--- src/include/aes_settings.svh ---
// AES core settings
`ifndef AES_SETTINGS_SVH
`define AES_SETTINGS_SVH

// Cipher rounds for a 128-bit key
`define AES_ROUNDS 10

// Incrementing field in the low bits of the CTR block
`define AES_CTR_WIDTH 32

// Accepting edge to out_valid, in cycles
`define AES_LATENCY 56

// Watchdog margin per block
`define AES_TB_TIMEOUT_SCALE 4

`endif

--- src/hdl/aes_pkg.sv ---
// AES core types
package aes_pkg;

	// One 128-bit block, flat or by column
	// Column 0 is the most significant word
	typedef union packed {
		logic [127:0]       flat;
		logic [0:3][31:0]   col;
	} aes_block_u;

	// Chaining mode, code 2'b11 reserved and run as ECB
	typedef enum logic [1:0] {
		AES_MODE_ECB = 2'b00,
		AES_MODE_CBC = 2'b01,
		AES_MODE_CTR = 2'b10
	} aes_mode_e;

	typedef struct packed {
		aes_mode_e  mode;
		logic       new_chain;
		aes_block_u key;
		aes_block_u iv;
		aes_block_u data;
	} aes_req_t;

	typedef struct packed {
		aes_block_u data;
	} aes_rsp_t;

	// Shared S-box source
	typedef enum logic [2:0] {
		SBOX_COL0   = 3'd0,
		SBOX_COL1   = 3'd1,
		SBOX_COL2   = 3'd2,
		SBOX_COL3   = 3'd3,
		SBOX_G_FUNC = 3'd4
	} aes_sbox_sel_e;

	// Column register load source
	typedef enum logic [1:0] {
		COL_SHIFT_ROWS = 2'b00,
		COL_ADD_RK     = 2'b01,
		COL_INPUT      = 2'b10
	} aes_col_sel_e;

endpackage

--- src/hdl/aes_sbox.sv ---
// Four-lane forward S-box
`timescale 1ns/1ps

module aes_sbox
(
	input  logic [31:0] in_word,
	output logic [31:0] out_word
);

	//==========================================================================
	// Forward substitution table, entry 0 in the top byte
	//==========================================================================
	localparam logic [0:255][7:0] SBOX = {
		128'h637c777bf26b6fc53001672bfed7ab76,
		128'hca82c97dfa5947f0add4a2af9ca472c0,
		128'hb7fd9326363ff7cc34a5e5f171d83115,
		128'h04c723c31896059a071280e2eb27b275,
		128'h09832c1a1b6e5aa0523bd6b329e32f84,
		128'h53d100ed20fcb15b6acbbe394a4c58cf,
		128'hd0efaafb434d338545f9027f503c9fa8,
		128'h51a3408f929d38f5bcb6da2110fff3d2,
		128'hcd0c13ec5f974417c4a77e3d645d1973,
		128'h60814fdc222a908846eeb814de5e0bdb,
		128'he0323a0a4906245cc2d3ac629195e479,
		128'he7c8376d8dd54ea96c56f4ea657aae08,
		128'hba78252e1ca6b4c6e8dd741f4bbd8b8a,
		128'h703eb5664803f60e613557b986c11d9e,
		128'he1f8981169d98e949b1e87e9ce5528df,
		128'h8ca1890dbfe6426841992d0fb054bb16
	};

	//==========================================================================
	// Byte lanes
	//==========================================================================
	// Lane 0 is the top byte of the word
	always_comb
	begin
		for (int i = 0; i < 4; i++)
		begin
			out_word[31 - 8*i -: 8] = SBOX[in_word[31 - 8*i -: 8]];
		end
	end

endmodule

--- src/hdl/aes_key_schedule.sv ---
// AES-128 key expansion
`timescale 1ns/1ps

module aes_key_schedule
(
	input  logic               clk,
	input  logic               rst_n,
	input  aes_pkg::aes_block_u key_in,
	input  logic               key_init,
	input  logic [3:0]         key_en,
	input  logic [31:0]        sub_word,
	output aes_pkg::aes_block_u rk,
	output logic [31:0]        g_word
);
	import aes_pkg::*;

	// Current round key words
	aes_block_u  key_q;
	logic [7:0]  rcon_q;
	logic [31:0] w0_next;

	//==========================================================================
	// Word expansion
	//==========================================================================
	// g-function result arrives on sub_word during the key cycle
	assign w0_next = key_q.col[0] ^ sub_word ^ {rcon_q, 24'h000000};

	// RotWord of word 3, goes to the shared S-box
	assign g_word = {key_q.col[3][23:0], key_q.col[3][31:24]};

	// Word c chains off the already updated word c-1
	// Column c sees its new word in the same cycle
	always_comb
	begin
		rk.col[0] = key_q.col[0];
		for (int c = 1; c < 4; c++)
		begin
			if (key_en[c])
				rk.col[c] = key_q.col[c] ^ key_q.col[c-1];
			else
				rk.col[c] = key_q.col[c];
		end
	end

	// Key words
	always_ff @(posedge clk)
	begin
		if (key_init)
			key_q <= key_in;
		else
		begin
			if (key_en[0])
				key_q.col[0] <= w0_next;
			for (int c = 1; c < 4; c++)
			begin
				if (key_en[c])
					key_q.col[c] <= rk.col[c];
			end
		end
	end

	// Round constant, doubled in GF(2^8) after each key cycle
	always_ff @(posedge clk or negedge rst_n)
	begin
		if (!rst_n)
			rcon_q <= 8'h01;
		else if (key_init)
			rcon_q <= 8'h01;
		else if (key_en[0])
			rcon_q <= {rcon_q[6:0], 1'b0} ^ (rcon_q[7] ? 8'h1b : 8'h00);
	end

endmodule

--- src/hdl/aes_round_datapath.sv ---
// Column-serial round datapath
`timescale 1ns/1ps

module aes_round_datapath
(
	input  logic                  clk,
	input  logic                  rst_n,
	input  aes_pkg::aes_block_u   cipher_in,
	input  aes_pkg::aes_block_u   rk,
	input  logic [31:0]           g_word,
	input  aes_pkg::aes_sbox_sel_e sbox_sel,
	input  aes_pkg::aes_col_sel_e  col_sel,
	input  logic [3:0]            col_en,
	input  logic                  last_round,
	output logic [31:0]           sub_word,
	output aes_pkg::aes_block_u   cipher_out
);
	import aes_pkg::*;

	aes_block_u  state_q;
	aes_block_u  pre_shift;
	aes_block_u  shifted;
	logic        first_q;
	logic [1:0]  col_idx;
	logic [31:0] col_cur;
	logic [31:0] mix_out;
	logic [31:0] ark;
	logic [31:0] sbox_in;
	logic [31:0] col_res;

	//==========================================================================
	// Round functions
	//==========================================================================
	function automatic logic [7:0] xtime(input logic [7:0] b);
		return {b[6:0], 1'b0} ^ (b[7] ? 8'h1b : 8'h00);
	endfunction

	function automatic logic [31:0] mix_column(input logic [31:0] w);
		logic [7:0] a0, a1, a2, a3;
		a0 = w[31:24];
		a1 = w[23:16];
		a2 = w[15:8];
		a3 = w[7:0];
		return {xtime(a0) ^ xtime(a1) ^ a1 ^ a2 ^ a3,
			a0 ^ xtime(a1) ^ xtime(a2) ^ a2 ^ a3,
			a0 ^ a1 ^ xtime(a2) ^ xtime(a3) ^ a3,
			xtime(a0) ^ a0 ^ a1 ^ a2 ^ xtime(a3)};
	endfunction

	// Row r rotates left by r columns
	function automatic aes_block_u shift_rows(input aes_block_u blk);
		aes_block_u res;
		for (int c = 0; c < 4; c++)
		begin
			for (int r = 0; r < 4; r++)
				res.col[c][31 - 8*r -: 8] = blk.col[(c + r) % 4][31 - 8*r -: 8];
		end
		return res;
	endfunction

	//==========================================================================
	// Column path
	//==========================================================================
	// Column in work follows the S-box select
	assign col_idx = sbox_sel[1:0];
	assign col_cur = state_q.col[col_idx];

	// No MixColumns in round 0 or the final round
	assign mix_out = (first_q || last_round) ? col_cur : mix_column(col_cur);
	assign ark     = mix_out ^ rk.col[col_idx];

	// Shared S-box, key g-function takes it in the key cycle
	assign sbox_in = (sbox_sel == SBOX_G_FUNC) ? g_word : ark;

	aes_sbox i_sbox
	(
		.in_word  (sbox_in),
		.out_word (sub_word)
	);

	// Final round stores the AddRoundKey result directly
	assign col_res = last_round ? ark : sub_word;

	// ShiftRows sees the column finished in this cycle
	always_comb
	begin
		pre_shift = state_q;
		pre_shift.col[col_idx] = col_res;
	end

	assign shifted = shift_rows(pre_shift);

	//==========================================================================
	// State registers
	//==========================================================================
	always_ff @(posedge clk)
	begin
		for (int i = 0; i < 4; i++)
		begin
			if (col_en[i])
			begin
				case (col_sel)
					COL_INPUT:      state_q.col[i] <= cipher_in.col[i];
					COL_SHIFT_ROWS: state_q.col[i] <= shifted.col[i];
					default:        state_q.col[i] <= col_res;
				endcase
			end
		end
	end

	// Round 0 marker, set on block load, cleared by the first ShiftRows
	always_ff @(posedge clk or negedge rst_n)
	begin
		if (!rst_n)
			first_q <= 1'b0;
		else if (col_en != 4'b0000)
		begin
			if (col_sel == COL_INPUT)
				first_q <= 1'b1;
			else if (col_sel == COL_SHIFT_ROWS)
				first_q <= 1'b0;
		end
	end

	assign cipher_out = state_q;

endmodule

--- src/hdl/aes_control_unit.sv ---
// AES round sequencer
`timescale 1ns/1ps
`include "aes_settings.svh"

module aes_control_unit
(
	input  logic                   clk,
	input  logic                   rst_n,
	input  logic                   start,
	output aes_pkg::aes_sbox_sel_e sbox_sel,
	output aes_pkg::aes_col_sel_e  col_sel,
	output logic [3:0]             col_en,
	output logic [3:0]             key_en,
	output logic                   key_init,
	output logic                   last_round,
	output logic                   end_comp
);
	import aes_pkg::*;

	typedef enum logic [3:0] {
		ST_IDLE    = 4'd0,
		ST_R0_COL0 = 4'd1,
		ST_R0_COL1 = 4'd2,
		ST_R0_COL2 = 4'd3,
		ST_R0_COL3 = 4'd4,
		ST_KEY     = 4'd5,
		ST_COL0    = 4'd6,
		ST_COL1    = 4'd7,
		ST_COL2    = 4'd8,
		ST_COL3    = 4'd9,
		ST_READY   = 4'd10
	} state_e;

	state_e     state, next_state;
	logic [3:0] rd_count;

	//==========================================================================
	// State and round counter
	//==========================================================================
	always_ff @(posedge clk or negedge rst_n)
	begin
		if (!rst_n)
			state <= ST_IDLE;
		else
			state <= next_state;
	end

	// Counts rounds 1 to 10, bumped in each key cycle
	always_ff @(posedge clk or negedge rst_n)
	begin
		if (!rst_n)
			rd_count <= 4'd0;
		else if (state == ST_IDLE)
			rd_count <= 4'd0;
		else if (state == ST_KEY)
			rd_count <= rd_count + 4'd1;
	end

	assign last_round = (rd_count == 4'(`AES_ROUNDS));

	// 4 cycles of round 0, then 5 per round
	always_comb
	begin
		next_state = state;
		case (state)
			ST_IDLE:    if (start) next_state = ST_R0_COL0;
			ST_R0_COL0: next_state = ST_R0_COL1;
			ST_R0_COL1: next_state = ST_R0_COL2;
			ST_R0_COL2: next_state = ST_R0_COL3;
			ST_R0_COL3: next_state = ST_KEY;
			ST_KEY:     next_state = ST_COL0;
			ST_COL0:    next_state = ST_COL1;
			ST_COL1:    next_state = ST_COL2;
			ST_COL2:    next_state = ST_COL3;
			ST_COL3:    next_state = last_round ? ST_READY : ST_KEY;
			default:    next_state = ST_IDLE;
		endcase
	end

	//==========================================================================
	// Output decode
	//==========================================================================
	always_comb
	begin
		sbox_sel = SBOX_COL0;
		col_sel  = COL_ADD_RK;
		col_en   = 4'b0000;
		key_en   = 4'b0000;
		key_init = 1'b0;
		end_comp = 1'b0;
		case (state)
			ST_IDLE:
			begin
				// Block and key load together
				if (start)
				begin
					col_sel  = COL_INPUT;
					col_en   = 4'b1111;
					key_init = 1'b1;
				end
			end
			ST_R0_COL0:
				col_en = 4'b0001;
			ST_R0_COL1:
			begin
				sbox_sel = SBOX_COL1;
				col_en   = 4'b0010;
			end
			ST_R0_COL2:
			begin
				sbox_sel = SBOX_COL2;
				col_en   = 4'b0100;
			end
			ST_R0_COL3:
			begin
				sbox_sel = SBOX_COL3;
				col_sel  = COL_SHIFT_ROWS;
				col_en   = 4'b1111;
			end
			ST_KEY:
			begin
				sbox_sel = SBOX_G_FUNC;
				key_en   = 4'b0001;
			end
			ST_COL0:
				col_en = 4'b0001;
			ST_COL1:
			begin
				sbox_sel = SBOX_COL1;
				col_en   = 4'b0010;
				key_en   = 4'b0010;
			end
			ST_COL2:
			begin
				sbox_sel = SBOX_COL2;
				col_en   = 4'b0100;
				key_en   = 4'b0100;
			end
			ST_COL3:
			begin
				sbox_sel = SBOX_COL3;
				key_en   = 4'b1000;
				// Final round skips ShiftRows reload
				if (last_round)
					col_en = 4'b1000;
				else
				begin
					col_sel = COL_SHIFT_ROWS;
					col_en  = 4'b1111;
				end
			end
			ST_READY:
				end_comp = 1'b1;
			default:
				end_comp = 1'b0;
		endcase
	end

endmodule

--- src/hdl/aes_chain_unit.sv ---
// Block chaining front end
`timescale 1ns/1ps
`include "aes_settings.svh"

module aes_chain_unit
(
	input  logic                clk,
	input  logic                rst_n,
	input  logic                in_valid,
	output logic                in_ready,
	input  aes_pkg::aes_req_t   req,
	output logic                out_valid,
	input  logic                out_ready,
	output aes_pkg::aes_rsp_t   rsp,
	output logic                start,
	input  logic                end_comp,
	output aes_pkg::aes_block_u cipher_in,
	output aes_pkg::aes_block_u key_in,
	input  aes_pkg::aes_block_u cipher_out
);
	import aes_pkg::*;

	aes_req_t   req_q;
	aes_block_u chain_q;
	aes_block_u blk_result;
	logic       busy_q;
	logic       accept;
	logic       is_cbc;
	logic       is_ctr;
	logic [`AES_CTR_WIDTH-1:0] ctr_next;

	//==========================================================================
	// Handshake
	//==========================================================================
	// Free only with nothing in flight and no result waiting
	assign in_ready = !busy_q && !out_valid;
	assign accept   = in_valid && in_ready;

	always_ff @(posedge clk or negedge rst_n)
	begin
		if (!rst_n)
		begin
			busy_q    <= 1'b0;
			start     <= 1'b0;
			out_valid <= 1'b0;
		end
		else
		begin
			start <= accept;
			if (accept)
				busy_q <= 1'b1;
			else if (end_comp)
				busy_q <= 1'b0;
			if (end_comp)
				out_valid <= 1'b1;
			else if (out_ready)
				out_valid <= 1'b0;
		end
	end

	//==========================================================================
	// Mode handling
	//==========================================================================
	// Reserved code falls through to ECB
	assign is_cbc = (req_q.mode == AES_MODE_CBC);
	assign is_ctr = (req_q.mode == AES_MODE_CTR);

	assign key_in   = req_q.key;
	assign ctr_next = chain_q.flat[`AES_CTR_WIDTH-1:0] + 1'b1;

	always_comb
	begin
		cipher_in  = req_q.data;
		blk_result = cipher_out;
		if (is_cbc)
			cipher_in.flat = req_q.data.flat ^ chain_q.flat;
		else if (is_ctr)
		begin
			cipher_in  = chain_q;
			// Keystream whitening
			blk_result.flat = req_q.data.flat ^ cipher_out.flat;
		end
	end

	// Request and result hold
	always_ff @(posedge clk)
	begin
		if (accept)
			req_q <= req;
		if (end_comp)
			rsp.data <= blk_result;
	end

	// Chain value, or CTR counter block
	always_ff @(posedge clk)
	begin
		if (accept && req.new_chain)
			chain_q <= req.iv;
		else if (end_comp)
		begin
			if (is_cbc)
				chain_q <= cipher_out;
			else if (is_ctr)
				chain_q.flat[`AES_CTR_WIDTH-1:0] <= ctr_next;
		end
	end

endmodule

--- src/hdl/aes_core_top.sv ---
// AES-128 core top level
`timescale 1ns/1ps

module aes_core_top
(
	input  logic              clk,
	input  logic              rst_n,
	input  logic              in_valid,
	output logic              in_ready,
	input  aes_pkg::aes_req_t req,
	output logic              out_valid,
	input  logic              out_ready,
	output aes_pkg::aes_rsp_t rsp
);
	import aes_pkg::*;

	// Chain unit to cipher
	logic          start;
	logic          end_comp;
	aes_block_u    cipher_in;
	aes_block_u    cipher_out;
	aes_block_u    key_in;

	// Sequencer enables
	aes_sbox_sel_e sbox_sel;
	aes_col_sel_e  col_sel;
	logic [3:0]    col_en;
	logic [3:0]    key_en;
	logic          key_init;
	logic          last_round;

	// Key schedule and shared S-box
	aes_block_u    rk;
	logic [31:0]   g_word;
	logic [31:0]   sub_word;

	aes_chain_unit i_chain
	(
		.clk, .rst_n,
		.in_valid, .in_ready, .req,
		.out_valid, .out_ready, .rsp,
		.start, .end_comp,
		.cipher_in, .key_in, .cipher_out
	);

	aes_control_unit i_ctrl
	(
		.clk, .rst_n, .start,
		.sbox_sel, .col_sel, .col_en,
		.key_en, .key_init, .last_round, .end_comp
	);

	aes_round_datapath i_datapath
	(
		.clk, .rst_n, .cipher_in, .rk, .g_word,
		.sbox_sel, .col_sel, .col_en, .last_round,
		.sub_word, .cipher_out
	);

	aes_key_schedule i_key
	(
		.clk, .rst_n, .key_in, .key_init, .key_en,
		.sub_word, .rk, .g_word
	);

endmodule

--- config.mk ---
export PLATFORM = sky130hd
export DESIGN_NAME = aes_core_top
export DESIGN_NICKNAME = d
export VERILOG_FILES = /design/src/hdl/aes_pkg.sv /design/src/hdl/aes_sbox.sv /design/src/hdl/aes_key_schedule.sv /design/src/hdl/aes_round_datapath.sv /design/src/hdl/aes_control_unit.sv /design/src/hdl/aes_chain_unit.sv /design/src/hdl/aes_core_top.sv
export VERILOG_INCLUDE_DIRS = /design/src /design/src/include
export SDC_FILE = /design/constraint.sdc
export NUM_CORES = 2
export LEC_CHECK = 0
export BUFFER_PORTS_ARGS = -buffer_cell sky130_fd_sc_hd__buf_2
export CORE_ASPECT_RATIO = 1.2
export CORE_MARGIN = 3
export CORE_UTILIZATION = 25
export DETAILED_ROUTE_END_ITERATION = 8
export GPL_TIMING_DRIVEN = 0
export PLACE_DENSITY_LB_ADDON = 0.08
export SETUP_SLACK_MARGIN = 0.02
export SYNTH_ARGS = -nofsm -noshare
export SYNTH_HDL_FRONTEND = slang
export SYNTH_SLANG_ARGS = --single-unit
--- constraint.sdc ---
create_clock -name clk -period 19.15 [get_ports clk]
set_input_delay 2.8725 -clock clk [delete_from_list [all_inputs] [get_ports clk]]
set_output_delay 2.8725 -clock clk [all_outputs]
set_load 0.01 [all_outputs]
==> impl_metrics.py <==
metrics = {
    "synthesis": {
        "synthFlopType": "edfxtp_1",
        "synth_nets": 7333,
        "synth.cell_area_um2": 60430,
        "synth.ff_latch_count": 790,
        "synth.yosys.seq_area_share_pct": 39.10,
        "ys.warnings.count": 0,
        "yosys.cell_types.count": 133,
        "postSynthAreaPerCell_um2": 8.759,
        "synth_enable_flop_cells": 770,
        "syn-instance-count": 6899,
        "postSynth.asyncResetShare_pct": 2.532,
    },
    "floorplanning": {
        "floorplan.core_area_um2": 240300,
        "ios": 521,
        "rows": 197,
        "die_w_um": 454.8,
        "vertical_die_dimension_um": 544.6,
        "total_die_area_um2": 247700,
        "floorplan.initialDensity_pct": 25.14,
    },
    "min_path": {
        "worstHoldStart": "i_chain.busy_q",
        "worst_hold_path_type": "reg -> reg",
        "worst_hold_path.num_cells": 1,
        "worstHoldEndpoint": "i_chain.busy_q",
    },
    "global_route": {
        "gr-usage-met3_pct": 5.859,
        "maximum_number_of_pins_on_one_net_before_global_route_repair": 96,
        "grt_pass1_vias": 63580,
        "grt_util_all_layers_pct": 37.27,
        "grt_busiest_layer": "met2",
        "antenna_violations_before_repair": 31,
        "grt_overflow_total": 0,
        "routing_usage_on_met2_pct": 61.63,
        "global_route.usage.met1_pct": 43.87,
        "grt_pass1_wl_um": 623800,
    },
    "routing": {
        "drt_iter0_markers": 8692,
        "detailroute.via_count": 66540,
        "via_to_cell_ratio": 6.144,
        "antenna_left": 0,
        "postRouteWirelength_um": 480000,
        "drc_errors": 4,
        "post_drt_wl_per_cell_um": 44.32,
        "firstDrtPassIters": 9,
    },
    "layout": {
        "post_route_cells_drive_above_1_share_pct": 15.12,
        "fin_nets": 7991,
        "syn2layout_area_growth_pct": 17.60,
        "layout.core_utilization_pct": 29.57,
    },
    "timing": {
        "setup-tns-final_ns": 0,
        "clock_skew_ns": 0.05250,
        "grt_setup_unrepaired": "no",
        "period_share_pct": 58.83,
        "slew_viol_final": 54,
        "max_clock_freq_mhz": 88.77,
        "timing_worst_slew_pin_value_ns": 1.573,
        "slew-limit-headroom_pct": -7.834,
        "post_route_worst_setup_slack_ns": 7.885,
        "timing.final.setup_violations": 0,
        "timing.final.crit_period_ns": 11.27,
        "final-hold-violation-count": 0,
    },
    "cts": {
        "tritoncts": "yes",
        "post-cts-setup-buffers": 0,
        "tritoncts.num_buffers": 99,
        "cts-resized-gates": 0,
        "sink_count": 790,
        "cts_root_buf": "clkbuf_16",
        "cts_hold_buf": 0,
        "clkTransAtPathRegs_ns": 0.06,
        "worst_skew_pair_later_pin_latency_ns": 0.79,
        "clock_tree.buffer_depth": 3,
        "number_of_levels_the_h_tree_was_split_into": 3,
    },
    "critical_path": {
        "crit-reg2reg-capture": "i_datapath.cipher_out[88]",
        "critical_path.startpoint_type": "flip-flop",
        "worstSetupEndpointType": "flip-flop",
        "critPathRequiredTime_ns": 19.76,
        "worst_r2r_start": "i_ctrl.state[3]",
        "worst-endpoint-arrival_ns": 11.88,
        "type_of_the_worst_setup_path": "reg -> reg",
        "critical_path.max_fanout": 13,
        "rr_worst_depth": 25,
        "setup_slack_on_the_worst_flop_to_flop_path_ns": 7.88,
    },
    "placement": {
        "gp_routability_congestion": 0.9957,
        "place.port_buffers": 520,
        "place_ws_ns": 8.366,
        "dp.final_hpwl_um": 381000,
    },
    "run_status": {
        "outcome": "finished with violations",
        "violated_checks": "DRC, capacitance limit, slew limit",
    },
    "job": {
        "timing.max_cap.violations": 7,
    },
}
[sequential cells by signal, summed over array words and instances (netlist names)]
register and cells:
i_chain.start 1, i_datapath.first_q 1, i_chain.rsp 128, i_datapath.cipher_out 128, i_chain.out_valid 1, i_ctrl.rd_count 4, i_chain.busy_q 1, i_ctrl.state 4
i_chain.req_q 130, i_chain.key_in 128, i_key.rcon_q 8, i_chain.chain_q 128, i_key.key_q 128
[final cells by class]
| cell class | instances | area [µm²] |
|---|---|---|
| flip-flops and latches | 790 | 23620 |
| repair buffers | 557 | 3187 |
| well taps | 3184 | 3984 |
| inverters | 43 | 170.2 |
| multi-input cells | 5430 | 33870 |
| fillers | 25950 | 169300 |
| clock buffers | 113 | 2572 |
| plain buffers | 636 | 2933 |
| clock inverters | 69 | 705.7 |
| diodes | 8 | 20.02 |
[cells by family (layout without fill, tap and decap cells)]
| kind of cell | after synthesis | after routing | synth area share (%) |
|---|---|---|---|
| other | 0 | 8 | 0 |
| flip-flops | 790 | 790 | 39.10 |
| buffers and inverters | 679 | 1418 | 5.110 |
| multiplexers | 193 | 193 | 3.286 |
| adder cells (fa/ha/maj) | 46 | 46 | 0.9401 |
| AO/OA/AOI/OAI | 2387 | 2387 | 26.55 |
| AND/OR/NAND/NOR | 2299 | 2299 | 16.88 |
| XOR/XNOR | 505 | 505 | 8.137 |
[Yosys cell counts (27+ instances only)]
cell type | count | share of area, %
edfxtp_1 | 770 | 38
nand4_1 | 46 | 0.48
nand2_1 | 1205 | 7.5
mux2_2 | 32 | 0.60
nand2b_1 | 120 | 1.2
xnor2_1 | 255 | 3.7
o211ai_1 | 288 | 3.6
inv_1 | 35 | 0.22
o311ai_0 | 32 | 0.46
buf_4 | 35 | 0.43
buf_1 | 49 | 0.30
mux2i_1 | 159 | 2.6
o221ai_1 | 46 | 0.67
o2111ai_1 | 29 | 0.42
a311oi_1 | 27 | 0.39
a21oi_1 | 383 | 3.2
a211oi_1 | 110 | 1.4
a31oi_1 | 75 | 0.78
clkbuf_1 | 357 | 2.2
nand3_1 | 218 | 1.8
xor2_1 | 208 | 3.0
o31ai_1 | 30 | 0.37
a221oi_1 | 45 | 0.65
a221o_1 | 32 | 0.53
o22ai_1 | 143 | 1.5
o21a_1 | 31 | 0.39
o21ai_1 | 35 | 0.29
nor2_1 | 404 | 2.5
a22oi_1 | 35 | 0.43
nor3_1 | 118 | 0.98
o21ai_0 | 687 | 5.7
ha_1 | 43 | 0.89
buf_2 | 167 | 1.4
[per-layer routing]
metal / wire [µm] / up-vias
met2: 222500 / 4345
met4: 42320 / 14
met5: 81 / -
met3: 34000 / 1259
li1: - / 27210
met1: 181100 / 33720
[worst max path at each step]
| stage | start | to | slack, ns | cells past startpoint |
|---|---|---|---|---|
| detailed placement | i_ctrl.state[3] | i_datapath.cipher_out[56] | 8.37 | 23 |
| global placement | in_valid | i_chain.chain_q[59] | -6.02 | 6 |
| CTS | i_ctrl.state[3] | i_datapath.cipher_out[88] | 8.38 | 23 |
| floorplan | in_valid | i_chain.chain_q[100] | 4.65 | 5 |
| finish | i_ctrl.state[3] | i_datapath.cipher_out[88] | 7.88 | 25 |
| global route | i_ctrl.state[3] | i_datapath.cipher_out[88] | 8.03 | 25 |
[worst max-delay path, stage by stage, from the launching register on]
cell      delay (ns)
dfrtp_1         0.38
buf_4           0.23
buf_6           0.19
buf_4           0.21
buf_4           0.21
buf_2           0.43
buf_2           0.56
nor2_1          0.10
o31ai_1         1.04
xor2_1          0.56
o22ai_1         0.15
a21oi_2         0.54
buf_4           0.36
buf_2           0.41
buf_2           0.47
ha_1            0.22
clkbuf_1        0.75
clkbuf_1        0.77
nor3_1          0.21
a211oi_1        0.38
o22ai_1         0.14
a221oi_1        0.47
a22oi_1         0.47
a21oi_1         0.84
nand2_1         0.70
nand3_1         0.23
[cells in the final DEF, fill, tap and decap left out, types with 29 or more instances in the layout]
cell type	instances
a211oi_1	108
a21oi_1	379
a221o_1	32
a221oi_1	45
a22oi_1	34
a31oi_1	75
buf_1	49
buf_2	693
buf_4	38
buf_6	31
clkbuf_1	363
clkbuf_16	101
edfxtp_1	770
ha_1	43
inv_1	34
mux2_2	32
mux2i_1	158
nand2_1	1201
nand2b_1	120
nand3_1	218
nand4_1	46
nor2_1	404
nor3_1	116
o2111ai_1	29
o211ai_1	288
o21a_1	31
o21ai_0	682
o21ai_1	36
o221ai_1	46
o22ai_1	143
o311ai_0	29
o31ai_1	30
xnor2_1	255
xor2_1	208
[stage by stage]
| step | cell area [µm²] | hold slack (ns) | instances |
|---|---|---|---|
| floorplan | 60430 | 0.4508 | 6899 |
| global placement | 67010 | 0.4624 | 10600 |
| detailed placement | 67760 | 0.4673 | 10640 |
| CTS | 71040 | 0.4790 | 10820 |
| global route | 71050 | 0.4986 | 10830 |
| finish | 71060 | 0.4768 | 10830 |
Power is left out: the tool's default activity adds up to more than one toggle a clock period on the data nets, which glitch-free logic cannot reach.
